**config.mk**
```make
export PLATFORM = sky130hd
export DESIGN_NAME = mmio_top
export DESIGN_NICKNAME = d
export VERILOG_FILES = /design/src/verilog/mmio_pkg.sv /design/src/verilog/mmio_request_decode.sv /design/src/verilog/afu_descriptor_rom.sv /design/src/verilog/mmio_write_regs.sv /design/src/verilog/mmio_read_path.sv /design/src/verilog/mmio_parity_check.sv /design/src/verilog/mmio_top.sv
export SDC_FILE = /design/constraint.sdc
export NUM_CORES = 2
export LEC_CHECK = 0
export BUFFER_PORTS_ARGS = -buffer_cell sky130_fd_sc_hd__buf_2
export CORE_AREA = 2 2 392 394
export DETAILED_ROUTE_END_ITERATION = 6
export DIE_AREA = 0 0 394 396
export PLACE_DENSITY = 0.52
export SYNTH_ARGS = -nofsm -noshare
export SYNTH_HDL_FRONTEND = slang
export SYNTH_SLANG_ARGS = --single-unit
```
**constraint.sdc**
```tcl
create_clock -name clock -period 111.7 [get_ports clock]
set_input_delay 16.755 -clock clock [delete_from_list [all_inputs] [get_ports clock]]
set_output_delay 16.755 -clock clock [all_outputs]
set_load 0.01 [all_outputs]
```
**src/verilog/mmio_pkg.sv**
```systemverilog
`default_nettype none

package mmio_pkg;

  //////////////////////////////////////////////////
  // Widths fixed by the host link
  //////////////////////////////////////////////////
  localparam int addr_w = 24;
  localparam int data_w = 64;

  // One host request per valid cycle
  typedef struct packed {
    logic              valid;
    logic              cfg;
    logic              read;
    logic              doubleword;
    logic [addr_w-1:0] address;
    logic              address_parity;
    logic [data_w-1:0] data;
    logic              data_parity;
  } mmio_req_t;

  typedef struct packed {
    logic              ack;
    logic [data_w-1:0] data;
    logic              data_parity;
  } mmio_resp_t;

  typedef enum logic [2:0] {
    op_none,
    op_cfg_read,
    op_cfg_write,
    op_mmio_read,
    op_mmio_write
  } mmio_op_e;

  // Classified request as it travels down the pipeline
  typedef struct packed {
    mmio_op_e          op;
    logic              doubleword;
    logic [addr_w-1:0] address;
    logic [data_w-1:0] data;
    logic              address_parity;
    logic              data_parity;
  } mmio_cmd_t;

  typedef struct packed {
    logic [data_w-1:0] var1;
    logic [data_w-1:0] var2;
  } cu_return_t;

  typedef struct packed {
    logic [data_w-1:0] var1;
    logic [data_w-1:0] var2;
    logic [data_w-1:0] var3;
    logic [data_w-1:0] var4;
  } cu_configure_t;

  typedef struct packed {
    logic [data_w-1:0] var1;
    logic [data_w-1:0] var2;
  } afu_configure_t;

  typedef struct packed {
    logic data_error;
    logic address_error;
  } mmio_errors_t;

  //////////////////////////////////////////////////
  // MMIO register map in word addresses
  //////////////////////////////////////////////////
  localparam logic [addr_w-1:0] reg_cu_configure_0      = 24'h00_0040;
  localparam logic [addr_w-1:0] reg_cu_configure_1      = 24'h00_0048;
  localparam logic [addr_w-1:0] reg_cu_configure_2      = 24'h00_0050;
  localparam logic [addr_w-1:0] reg_cu_configure_3      = 24'h00_0058;
  localparam logic [addr_w-1:0] reg_afu_configure_0     = 24'h00_0060;
  localparam logic [addr_w-1:0] reg_afu_configure_1     = 24'h00_0068;
  localparam logic [addr_w-1:0] reg_cu_return_done_ack  = 24'h00_0070;
  localparam logic [addr_w-1:0] reg_error_reg_ack       = 24'h00_0078;

  localparam logic [addr_w-1:0] reg_cu_return_0         = 24'h00_0080;
  localparam logic [addr_w-1:0] reg_cu_return_1         = 24'h00_0088;
  localparam logic [addr_w-1:0] reg_cu_return_done_0    = 24'h00_0090;
  localparam logic [addr_w-1:0] reg_cu_return_done_1    = 24'h00_0098;
  localparam logic [addr_w-1:0] reg_error_reg           = 24'h00_00a0;
  localparam logic [addr_w-1:0] reg_afu_status          = 24'h00_00a8;
  localparam logic [addr_w-1:0] reg_cu_status           = 24'h00_00b0;

  //////////////////////////////////////////////////
  // Accelerator descriptor doublewords
  //////////////////////////////////////////////////
  // Ints 0, processes 1, CR sets 1, dedicated process model
  localparam logic [data_w-1:0] desc_dw_0 = 64'h0000_0001_0001_8010;
  localparam logic [data_w-1:0] desc_dw_1 = 64'h0000_0000_0000_0000;
  localparam logic [data_w-1:0] desc_dw_2 = 64'h0000_0000_0000_0000;
  localparam logic [data_w-1:0] desc_dw_3 = 64'h0000_0000_0000_0000;
  localparam logic [data_w-1:0] desc_dw_4 = 64'h0000_0000_0000_0000;
  // CR length and CR offset
  localparam logic [data_w-1:0] desc_dw_5 = 64'h0000_0000_0000_0001;
  localparam logic [data_w-1:0] desc_dw_6 = 64'h0000_0000_0000_0100;
  // Problem-state area required
  localparam logic [data_w-1:0] desc_dw_7 = 64'h0100_0000_0000_0000;

  // Bit that makes the total count of ones odd
  function automatic logic odd_parity(input logic [data_w-1:0] value);
    return ~(^value);
  endfunction

endpackage

`default_nettype wire

```
**src/verilog/mmio_request_decode.sv**
```systemverilog
`timescale 1ns/1ns
`default_nettype none

module mmio_request_decode (
  input  wire                 clock,
  input  wire                 rstn,
  input  mmio_pkg::mmio_req_t mmio_in,
  output mmio_pkg::mmio_cmd_t cmd
);

  mmio_pkg::mmio_req_t req_q;
  mmio_pkg::mmio_cmd_t cls_q;
  mmio_pkg::mmio_op_e  op_d;

  // Raw request straight off the link
  always_ff @(posedge clock or negedge rstn) begin
    if (!rstn) begin
      req_q <= '0;
    end else begin
      req_q <= mmio_in;
    end
  end

  // Kind of access from the cfg and read bits
  always_comb begin
    op_d = mmio_pkg::op_none;
    if (req_q.valid) begin
      case ({req_q.cfg, req_q.read})
        2'b11:   op_d = mmio_pkg::op_cfg_read;
        2'b10:   op_d = mmio_pkg::op_cfg_write;
        2'b01:   op_d = mmio_pkg::op_mmio_read;
        default: op_d = mmio_pkg::op_mmio_write;
      endcase
    end
  end

  // Idle fields are zero with a parity bit that matches zero
  always_ff @(posedge clock or negedge rstn) begin
    if (!rstn) begin
      cls_q <= '0;
    end else begin
      cls_q.op             <= op_d;
      cls_q.address        <= req_q.valid ? req_q.address : '0;
      cls_q.address_parity <= req_q.valid ? req_q.address_parity : 1'b1;
      if (req_q.valid && !req_q.read) begin
        cls_q.data        <= req_q.data;
        cls_q.data_parity <= req_q.data_parity;
      end else begin
        cls_q.data        <= '0;
        cls_q.data_parity <= 1'b1;
      end
      // Width flag sticks from the last valid request
      if (req_q.valid) begin
        cls_q.doubleword <= req_q.doubleword;
      end
    end
  end

  always_ff @(posedge clock or negedge rstn) begin
    if (!rstn) begin
      cmd <= '0;
    end else begin
      cmd <= cls_q;
    end
  end

endmodule

`default_nettype wire

```
**src/verilog/afu_descriptor_rom.sv**
```systemverilog
`timescale 1ns/1ns
`default_nettype none

module afu_descriptor_rom (
  input  wire                               clock,
  input  wire                               rstn,
  input  mmio_pkg::mmio_cmd_t               cmd,
  output logic [mmio_pkg::data_w-1:0]       desc_data
);

  logic [mmio_pkg::addr_w-2:0] dw_index;
  logic [mmio_pkg::data_w-1:0] dw_lookup;

  // Word address to doubleword index
  assign dw_index = cmd.address[mmio_pkg::addr_w-1:1];

  always_comb begin
    case (dw_index)
      23'd0:   dw_lookup = mmio_pkg::desc_dw_0;
      23'd1:   dw_lookup = mmio_pkg::desc_dw_1;
      23'd2:   dw_lookup = mmio_pkg::desc_dw_2;
      23'd3:   dw_lookup = mmio_pkg::desc_dw_3;
      23'd4:   dw_lookup = mmio_pkg::desc_dw_4;
      23'd5:   dw_lookup = mmio_pkg::desc_dw_5;
      23'd6:   dw_lookup = mmio_pkg::desc_dw_6;
      23'd7:   dw_lookup = mmio_pkg::desc_dw_7;
      default: dw_lookup = '0;
    endcase
  end

  // Zero unless a config read is in this stage
  always_ff @(posedge clock or negedge rstn) begin
    if (!rstn) begin
      desc_data <= '0;
    end else if (cmd.op == mmio_pkg::op_cfg_read) begin
      desc_data <= dw_lookup;
    end else begin
      desc_data <= '0;
    end
  end

endmodule

`default_nettype wire

```
**src/verilog/mmio_write_regs.sv**
```systemverilog
`timescale 1ns/1ns
`default_nettype none

module mmio_write_regs (
  input  wire                      clock,
  input  wire                      rstn,
  input  mmio_pkg::mmio_cmd_t      cmd,
  output mmio_pkg::cu_configure_t  cu_configure,
  output mmio_pkg::afu_configure_t afu_configure,
  output logic                     cu_return_done_ack,
  output logic                     report_errors_ack
);

  mmio_pkg::mmio_cmd_t         cmd_q;
  mmio_pkg::cu_configure_t     cu_cfg_q;
  mmio_pkg::afu_configure_t    afu_cfg_q;
  logic [mmio_pkg::data_w-1:0] cu_ack_word;
  logic [mmio_pkg::data_w-1:0] err_ack_word;
  logic                        cu_ack_q;
  logic                        err_ack_q;

  always_ff @(posedge clock or negedge rstn) begin
    if (!rstn) begin
      cmd_q <= '0;
    end else begin
      cmd_q <= cmd;
    end
  end

  //////////////////////////////////////////////////
  // Write decode into one-cycle register pulses
  //////////////////////////////////////////////////
  always_ff @(posedge clock or negedge rstn) begin
    if (!rstn) begin
      cu_cfg_q     <= '0;
      afu_cfg_q    <= '0;
      cu_ack_word  <= '0;
      err_ack_word <= '0;
    end else begin
      cu_cfg_q     <= '0;
      afu_cfg_q    <= '0;
      cu_ack_word  <= '0;
      err_ack_word <= '0;
      if (cmd_q.op == mmio_pkg::op_mmio_write) begin
        case (cmd_q.address)
          mmio_pkg::reg_cu_configure_0:     cu_cfg_q.var1  <= cmd_q.data;
          mmio_pkg::reg_cu_configure_1:     cu_cfg_q.var2  <= cmd_q.data;
          mmio_pkg::reg_cu_configure_2:     cu_cfg_q.var3  <= cmd_q.data;
          mmio_pkg::reg_cu_configure_3:     cu_cfg_q.var4  <= cmd_q.data;
          mmio_pkg::reg_afu_configure_0:    afu_cfg_q.var1 <= cmd_q.data;
          mmio_pkg::reg_afu_configure_1:    afu_cfg_q.var2 <= cmd_q.data;
          mmio_pkg::reg_cu_return_done_ack: cu_ack_word    <= cmd_q.data;
          mmio_pkg::reg_error_reg_ack:      err_ack_word   <= cmd_q.data;
          default: ;
        endcase
      end
    end
  end

  // Any set bit acknowledges
  always_ff @(posedge clock or negedge rstn) begin
    if (!rstn) begin
      cu_ack_q  <= 1'b0;
      err_ack_q <= 1'b0;
    end else begin
      cu_ack_q  <= |cu_ack_word;
      err_ack_q <= |err_ack_word;
    end
  end

  // Output stage
  always_ff @(posedge clock or negedge rstn) begin
    if (!rstn) begin
      cu_configure       <= '0;
      afu_configure      <= '0;
      cu_return_done_ack <= 1'b0;
      report_errors_ack  <= 1'b0;
    end else begin
      cu_configure       <= cu_cfg_q;
      afu_configure      <= afu_cfg_q;
      cu_return_done_ack <= cu_ack_q;
      report_errors_ack  <= err_ack_q;
    end
  end

endmodule

`default_nettype wire

```
**src/verilog/mmio_read_path.sv**
```systemverilog
`timescale 1ns/1ns
`default_nettype none

module mmio_read_path (
  input  wire                         clock,
  input  wire                         rstn,
  input  mmio_pkg::mmio_cmd_t         cmd,
  input  wire [mmio_pkg::data_w-1:0]  desc_data,
  input  mmio_pkg::cu_return_t        cu_return,
  input  mmio_pkg::cu_return_t        cu_return_done,
  input  wire [mmio_pkg::data_w-1:0]  report_errors,
  input  wire [mmio_pkg::data_w-1:0]  afu_status,
  input  wire [mmio_pkg::data_w-1:0]  cu_status,
  output mmio_pkg::mmio_resp_t        mmio_out
);

  mmio_pkg::cu_return_t        cu_return_q;
  mmio_pkg::cu_return_t        cu_return_done_q;
  logic [mmio_pkg::data_w-1:0] report_errors_q;
  logic [mmio_pkg::data_w-1:0] afu_status_q;
  logic [mmio_pkg::data_w-1:0] cu_status_q;
  mmio_pkg::mmio_cmd_t         cmd_q;
  logic [mmio_pkg::data_w-1:0] cfg_data;
  logic [mmio_pkg::data_w-1:0] data_out;
  logic                        ack_q;
  mmio_pkg::mmio_resp_t        resp_q;

  // Status words from the compute unit
  always_ff @(posedge clock) begin
    cu_return_q      <= cu_return;
    cu_return_done_q <= cu_return_done;
    report_errors_q  <= report_errors;
    afu_status_q     <= afu_status;
    cu_status_q      <= cu_status;
  end

  // Line up with the descriptor lookup
  always_ff @(posedge clock or negedge rstn) begin
    if (!rstn) begin
      cmd_q <= '0;
    end else begin
      cmd_q <= cmd;
    end
  end

  // Word reads repeat the half chosen by address bit 0
  always_comb begin
    if (cmd_q.doubleword) begin
      cfg_data = desc_data;
    end else if (cmd_q.address[0]) begin
      cfg_data = {desc_data[31:0], desc_data[31:0]};
    end else begin
      cfg_data = {desc_data[63:32], desc_data[63:32]};
    end
  end

  //////////////////////////////////////////////////
  // Read data select
  //////////////////////////////////////////////////
  always_ff @(posedge clock or negedge rstn) begin
    if (!rstn) begin
      data_out <= '0;
      ack_q    <= 1'b0;
    end else begin
      ack_q <= (cmd_q.op != mmio_pkg::op_none);
      if (cmd_q.op == mmio_pkg::op_cfg_read) begin
        data_out <= cfg_data;
      end else if (cmd_q.op == mmio_pkg::op_mmio_read) begin
        // Unmapped addresses keep the last data
        case (cmd_q.address)
          mmio_pkg::reg_cu_return_0:      data_out <= cu_return_q.var1;
          mmio_pkg::reg_cu_return_1:      data_out <= cu_return_q.var2;
          mmio_pkg::reg_cu_return_done_0: data_out <= cu_return_done_q.var1;
          mmio_pkg::reg_cu_return_done_1: data_out <= cu_return_done_q.var2;
          mmio_pkg::reg_error_reg:        data_out <= report_errors_q;
          mmio_pkg::reg_afu_status:       data_out <= afu_status_q;
          mmio_pkg::reg_cu_status:        data_out <= cu_status_q;
          default: ;
        endcase
      end
    end
  end

  // Parity over the held data ahead of the output register
  always_ff @(posedge clock or negedge rstn) begin
    if (!rstn) begin
      resp_q   <= '0;
      mmio_out <= '0;
    end else begin
      resp_q.ack         <= ack_q;
      resp_q.data        <= data_out;
      resp_q.data_parity <= mmio_pkg::odd_parity(data_out);
      mmio_out           <= resp_q;
    end
  end

endmodule

`default_nettype wire

```
**src/verilog/mmio_parity_check.sv**
```systemverilog
`timescale 1ns/1ns
`default_nettype none

module mmio_parity_check (
  input  wire                     clock,
  input  wire                     rstn,
  input  mmio_pkg::mmio_cmd_t     cmd,
  output mmio_pkg::mmio_errors_t  mmio_errors
);

  localparam int pad_w = mmio_pkg::data_w - mmio_pkg::addr_w;

  logic                   addr_par;
  logic                   data_par;
  mmio_pkg::mmio_errors_t err_s1;
  mmio_pkg::mmio_errors_t err_s2;
  mmio_pkg::mmio_errors_t err_s3;

  // Zero padding leaves the parity unchanged
  assign addr_par = mmio_pkg::odd_parity({{pad_w{1'b0}}, cmd.address});
  assign data_par = mmio_pkg::odd_parity(cmd.data);

  always_ff @(posedge clock or negedge rstn) begin
    if (!rstn) begin
      err_s1 <= '0;
    end else if (cmd.op != mmio_pkg::op_none) begin
      err_s1.data_error    <= data_par ^ cmd.data_parity;
      err_s1.address_error <= addr_par ^ cmd.address_parity;
    end else begin
      err_s1 <= '0;
    end
  end

  // Delay to match the response
  always_ff @(posedge clock or negedge rstn) begin
    if (!rstn) begin
      err_s2      <= '0;
      err_s3      <= '0;
      mmio_errors <= '0;
    end else begin
      err_s2      <= err_s1;
      err_s3      <= err_s2;
      mmio_errors <= err_s3;
    end
  end

endmodule

`default_nettype wire

```
**src/verilog/mmio_top.sv**
```systemverilog
`timescale 1ns/1ns
`default_nettype none

module mmio_top (
  input  wire                         clock,
  input  wire                         rstn,
  input  mmio_pkg::mmio_req_t         mmio_in,
  output mmio_pkg::mmio_resp_t        mmio_out,
  input  mmio_pkg::cu_return_t        cu_return,
  input  mmio_pkg::cu_return_t        cu_return_done,
  input  wire [mmio_pkg::data_w-1:0]  report_errors,
  input  wire [mmio_pkg::data_w-1:0]  afu_status,
  input  wire [mmio_pkg::data_w-1:0]  cu_status,
  output mmio_pkg::cu_configure_t     cu_configure,
  output mmio_pkg::afu_configure_t    afu_configure,
  output logic                        cu_return_done_ack,
  output logic                        report_errors_ack,
  output mmio_pkg::mmio_errors_t      mmio_errors
);

  logic                        rstn_sync;
  mmio_pkg::mmio_cmd_t         cmd;
  logic [mmio_pkg::data_w-1:0] desc_data;

  // Reset asserts at once and releases on the clock
  always_ff @(posedge clock or negedge rstn) begin
    if (!rstn) begin
      rstn_sync <= 1'b0;
    end else begin
      rstn_sync <= 1'b1;
    end
  end

  mmio_request_decode i_decode (
    .clock   (clock),
    .rstn    (rstn_sync),
    .mmio_in (mmio_in),
    .cmd     (cmd)
  );

  afu_descriptor_rom i_desc_rom (
    .clock     (clock),
    .rstn      (rstn_sync),
    .cmd       (cmd),
    .desc_data (desc_data)
  );

  mmio_write_regs i_write_regs (
    .clock              (clock),
    .rstn               (rstn_sync),
    .cmd                (cmd),
    .cu_configure       (cu_configure),
    .afu_configure      (afu_configure),
    .cu_return_done_ack (cu_return_done_ack),
    .report_errors_ack  (report_errors_ack)
  );

  mmio_read_path i_read_path (
    .clock          (clock),
    .rstn           (rstn_sync),
    .cmd            (cmd),
    .desc_data      (desc_data),
    .cu_return      (cu_return),
    .cu_return_done (cu_return_done),
    .report_errors  (report_errors),
    .afu_status     (afu_status),
    .cu_status      (cu_status),
    .mmio_out       (mmio_out)
  );

  mmio_parity_check i_parity_check (
    .clock       (clock),
    .rstn        (rstn_sync),
    .cmd         (cmd),
    .mmio_errors (mmio_errors)
  );

endmodule

`default_nettype wire

```
==> metrics <==
critical path class=register to output port; Initial DRT Pass Iterations=6; top cells by area, synth=dfrtp_1 67%, dfxtp_1 16%, nor2_1 4.2%; yosys synthesis warning count=0; DRC=0; Max Cap Violations=0; Seq/Total Area, Yosys=0.830; Synth Flop Type=dfrtp_1; Initial Utilization=0.366; Post-Syn Area per Cell=15.1 um2; WL final=167 mm; Total Die Area=156000 um2; Hold Buf Count CTS=0; final hold violations=0; crit start category=register; synth unique cells=54; Mapped Cells=3666; Synth Register Bits=between 1500 and 2000; initial antenna violation count=just over 80; Min-Delay Path Class=register to register; Post-synth top cells=1484 x dfrtp_1, 618 x nor2_1, 448 x dfxtp_1, 139 x nand2_1, 122 x xnor2_1; Final Critical Period=18.19 ns; crit-path leading delay family=flip-flops; Clock transition at path regs=0.06 ns; Area Growth Syn to Fin=25.9%; core box area=152000 um2; WP buf/inv=1; All-Layer GR Usage=0.215; post-cts gate resize count=0; I/O pin count=998; Max-slew headroom=0.290; Die Ht=~400 um; Synth Net Count=4221; Worst Path Arrival=about 1.4 ns; clk_skew=0.0595 ns; Root Driver=clkbuf_16; Sink Count=1932; CTS Buffer Depth=3; ys async rst share=0.768; layout cells sized above 1=0.287; setup repair after global routing missed its margin=false; Vias/cell=4.49; critical path fanouts, max=1; GPL Wtd Cong=0.819; row cnt=roughly 140; non-filler cells, final=~7000; Layout Nets=between 5000 and 6000; H-tree levels=4; post-synth top area share=0.669; final slew viol count=0; dpl cell area=63100 um2; DP HPWL=118 mm; drt wl/cell=24.0 um; Worst EP required=94.94 ns; die width=between 300 and 400 um; vias in the first global route=around 33000; P_leak=34.7 nW; buffer count from post-CTS setup fixing=0; Slew @ Worst Pin=1.06 ns; final setup vio count=0; final worst-path cycle share=0.163; critical-path cell list=buf_2; status=complete, no violations; fmax=roughly 55 MHz; setup total negative slack=0 ns; Worst-Skew Late Latency=0.82 ns; CTS tree=yes; Max VDD drop=0.0000139 V; CP max stage cell=dfrtp_1; GR Overflow Total=0; Post-Syn Area=about 56000 um2; Final ANT Viol Nets=0; Pwr Density=between 20 and 25 nW/um2; Post-Place Cells=6593; drt first-iter violations=1620; Num CTS Buffers=roughly 190; CP Capture Type=output port; global-route wire length before repair=240 mm; Worst path max stage delay=0.48 ns; Vias=31300; largest net degree at the start of global routing=173; Synth area leader=dfrtp_1; Post-synth EDFFs=0; Final Cell Area=69900 um2; number of I/O port buffers=997; count leader, synth=dfrtp_1
==> state kept, by name, summed over array words and instances, names as in the netlist, 66 cells and up <==
register	count
i_decode.req_q	94
i_decode.cls_q	94
i_decode.cmd	94
i_read_path.resp_q	66
i_read_path.cu_return_q	128
i_read_path.mmio_out	66
i_write_regs.afu_configure	128
i_write_regs.cu_configure	256
i_write_regs.cmd_q	91
i_write_regs.afu_cfg_q	128
i_read_path.cu_return_done_q	128
i_write_regs.cu_cfg_q	256
==> cells by family (layout without fill, tap and decap cells) <==
kind of cell             after synthesis  in the layout  synth area share
other                                  1             19         0.0000675
adder cells (fa/ha/maj)               11             11           0.00248
XOR/XNOR                             140            140            0.0223
AND/OR/NAND/NOR                      951            951            0.0739
flip-flops                          1932           1932             0.830
buffers and inverters                174           1435            0.0122
AO/OA/AOI/OAI                        326            326            0.0348
multiplexers                         131            131            0.0240
==> final cells by class <==
type / instances / area [um2]
clock inverter: 54 / 781
sequential: 1932 / 46100
tap: 2030 / 2540
clock buffer: 310 / 6030
inverter: 26 / 97.6
multi-input combinational: 1560 / 8890
timing repair buffer: 1045 / 5400
antenna: 18 / 45.0
fill: 13700 / 81600
==> placed cells by master (no fill, tap or decap), types with 63 or more instances in the layout <==
cell	n
dfrtp_1	1480
buf_2	997
nor2_1	617
dfxtp_1	448
clkbuf_16	199
nand2_1	136
xnor2_1	122
mux2i_1	113
o21ai_0	109
a21oi_1	101
and2_1	91
clkbuf_8	63
==> per-stage QoR <==
stage	util	hold WS (ns)	worst slack (ns)	power [mW]
global placement	0.416	0.331	94.27	0.830
floorplan	-	0.331	67.24	0.792
detailed placement	0.416	0.335	94.31	0.831
finish	0.461	0.303	93.51	1.48
global route	0.461	0.321	93.46	1.54
CTS	0.461	0.311	93.43	1.50
==> power by group <==
group          internal, mW  switching [mW]  leakage, nW  total, mW
Clock                 0.395           0.272         3.33      0.667
Combinational        0.0328          0.0449         7.42     0.0777
Sequential            0.722          0.0150         23.9      0.737
==> layer usage <==
layer | routed length [um] | vias up | GRT usage
met5 | 312 | - | 0
met4 | 4840 | 50 | 0.0668
met3 | 9660 | 322 | 0.0524
met2 | 82500 | 1042 | 0.361
met1 | 70000 | 15900 | 0.276
li1 | - | 14000 | -
==> final timing paths <==
path / slack (ns) / cells after the start / startpoint / end
worst max register to register: 106.49 / 5 / rstn_sync / i_write_regs.cu_cfg_q[91]
max in group asynchronous: 95.89 / 1 / rstn / rstn_sync
worst min-delay path: 0.30 / 0 / i_decode.cls_q[6] / i_decode.cmd[6]
worst max-delay path: 93.51 / 1 / i_read_path.mmio_out[64] / mmio_out[64]
worst min register to register: 0.30 / 0 / i_decode.cls_q[6] / i_decode.cmd[6]
min in group asynchronous: 0.49 / 0 / rstn_sync / i_write_regs.afu_configure[119]
(Power assumes the default switching activity.)
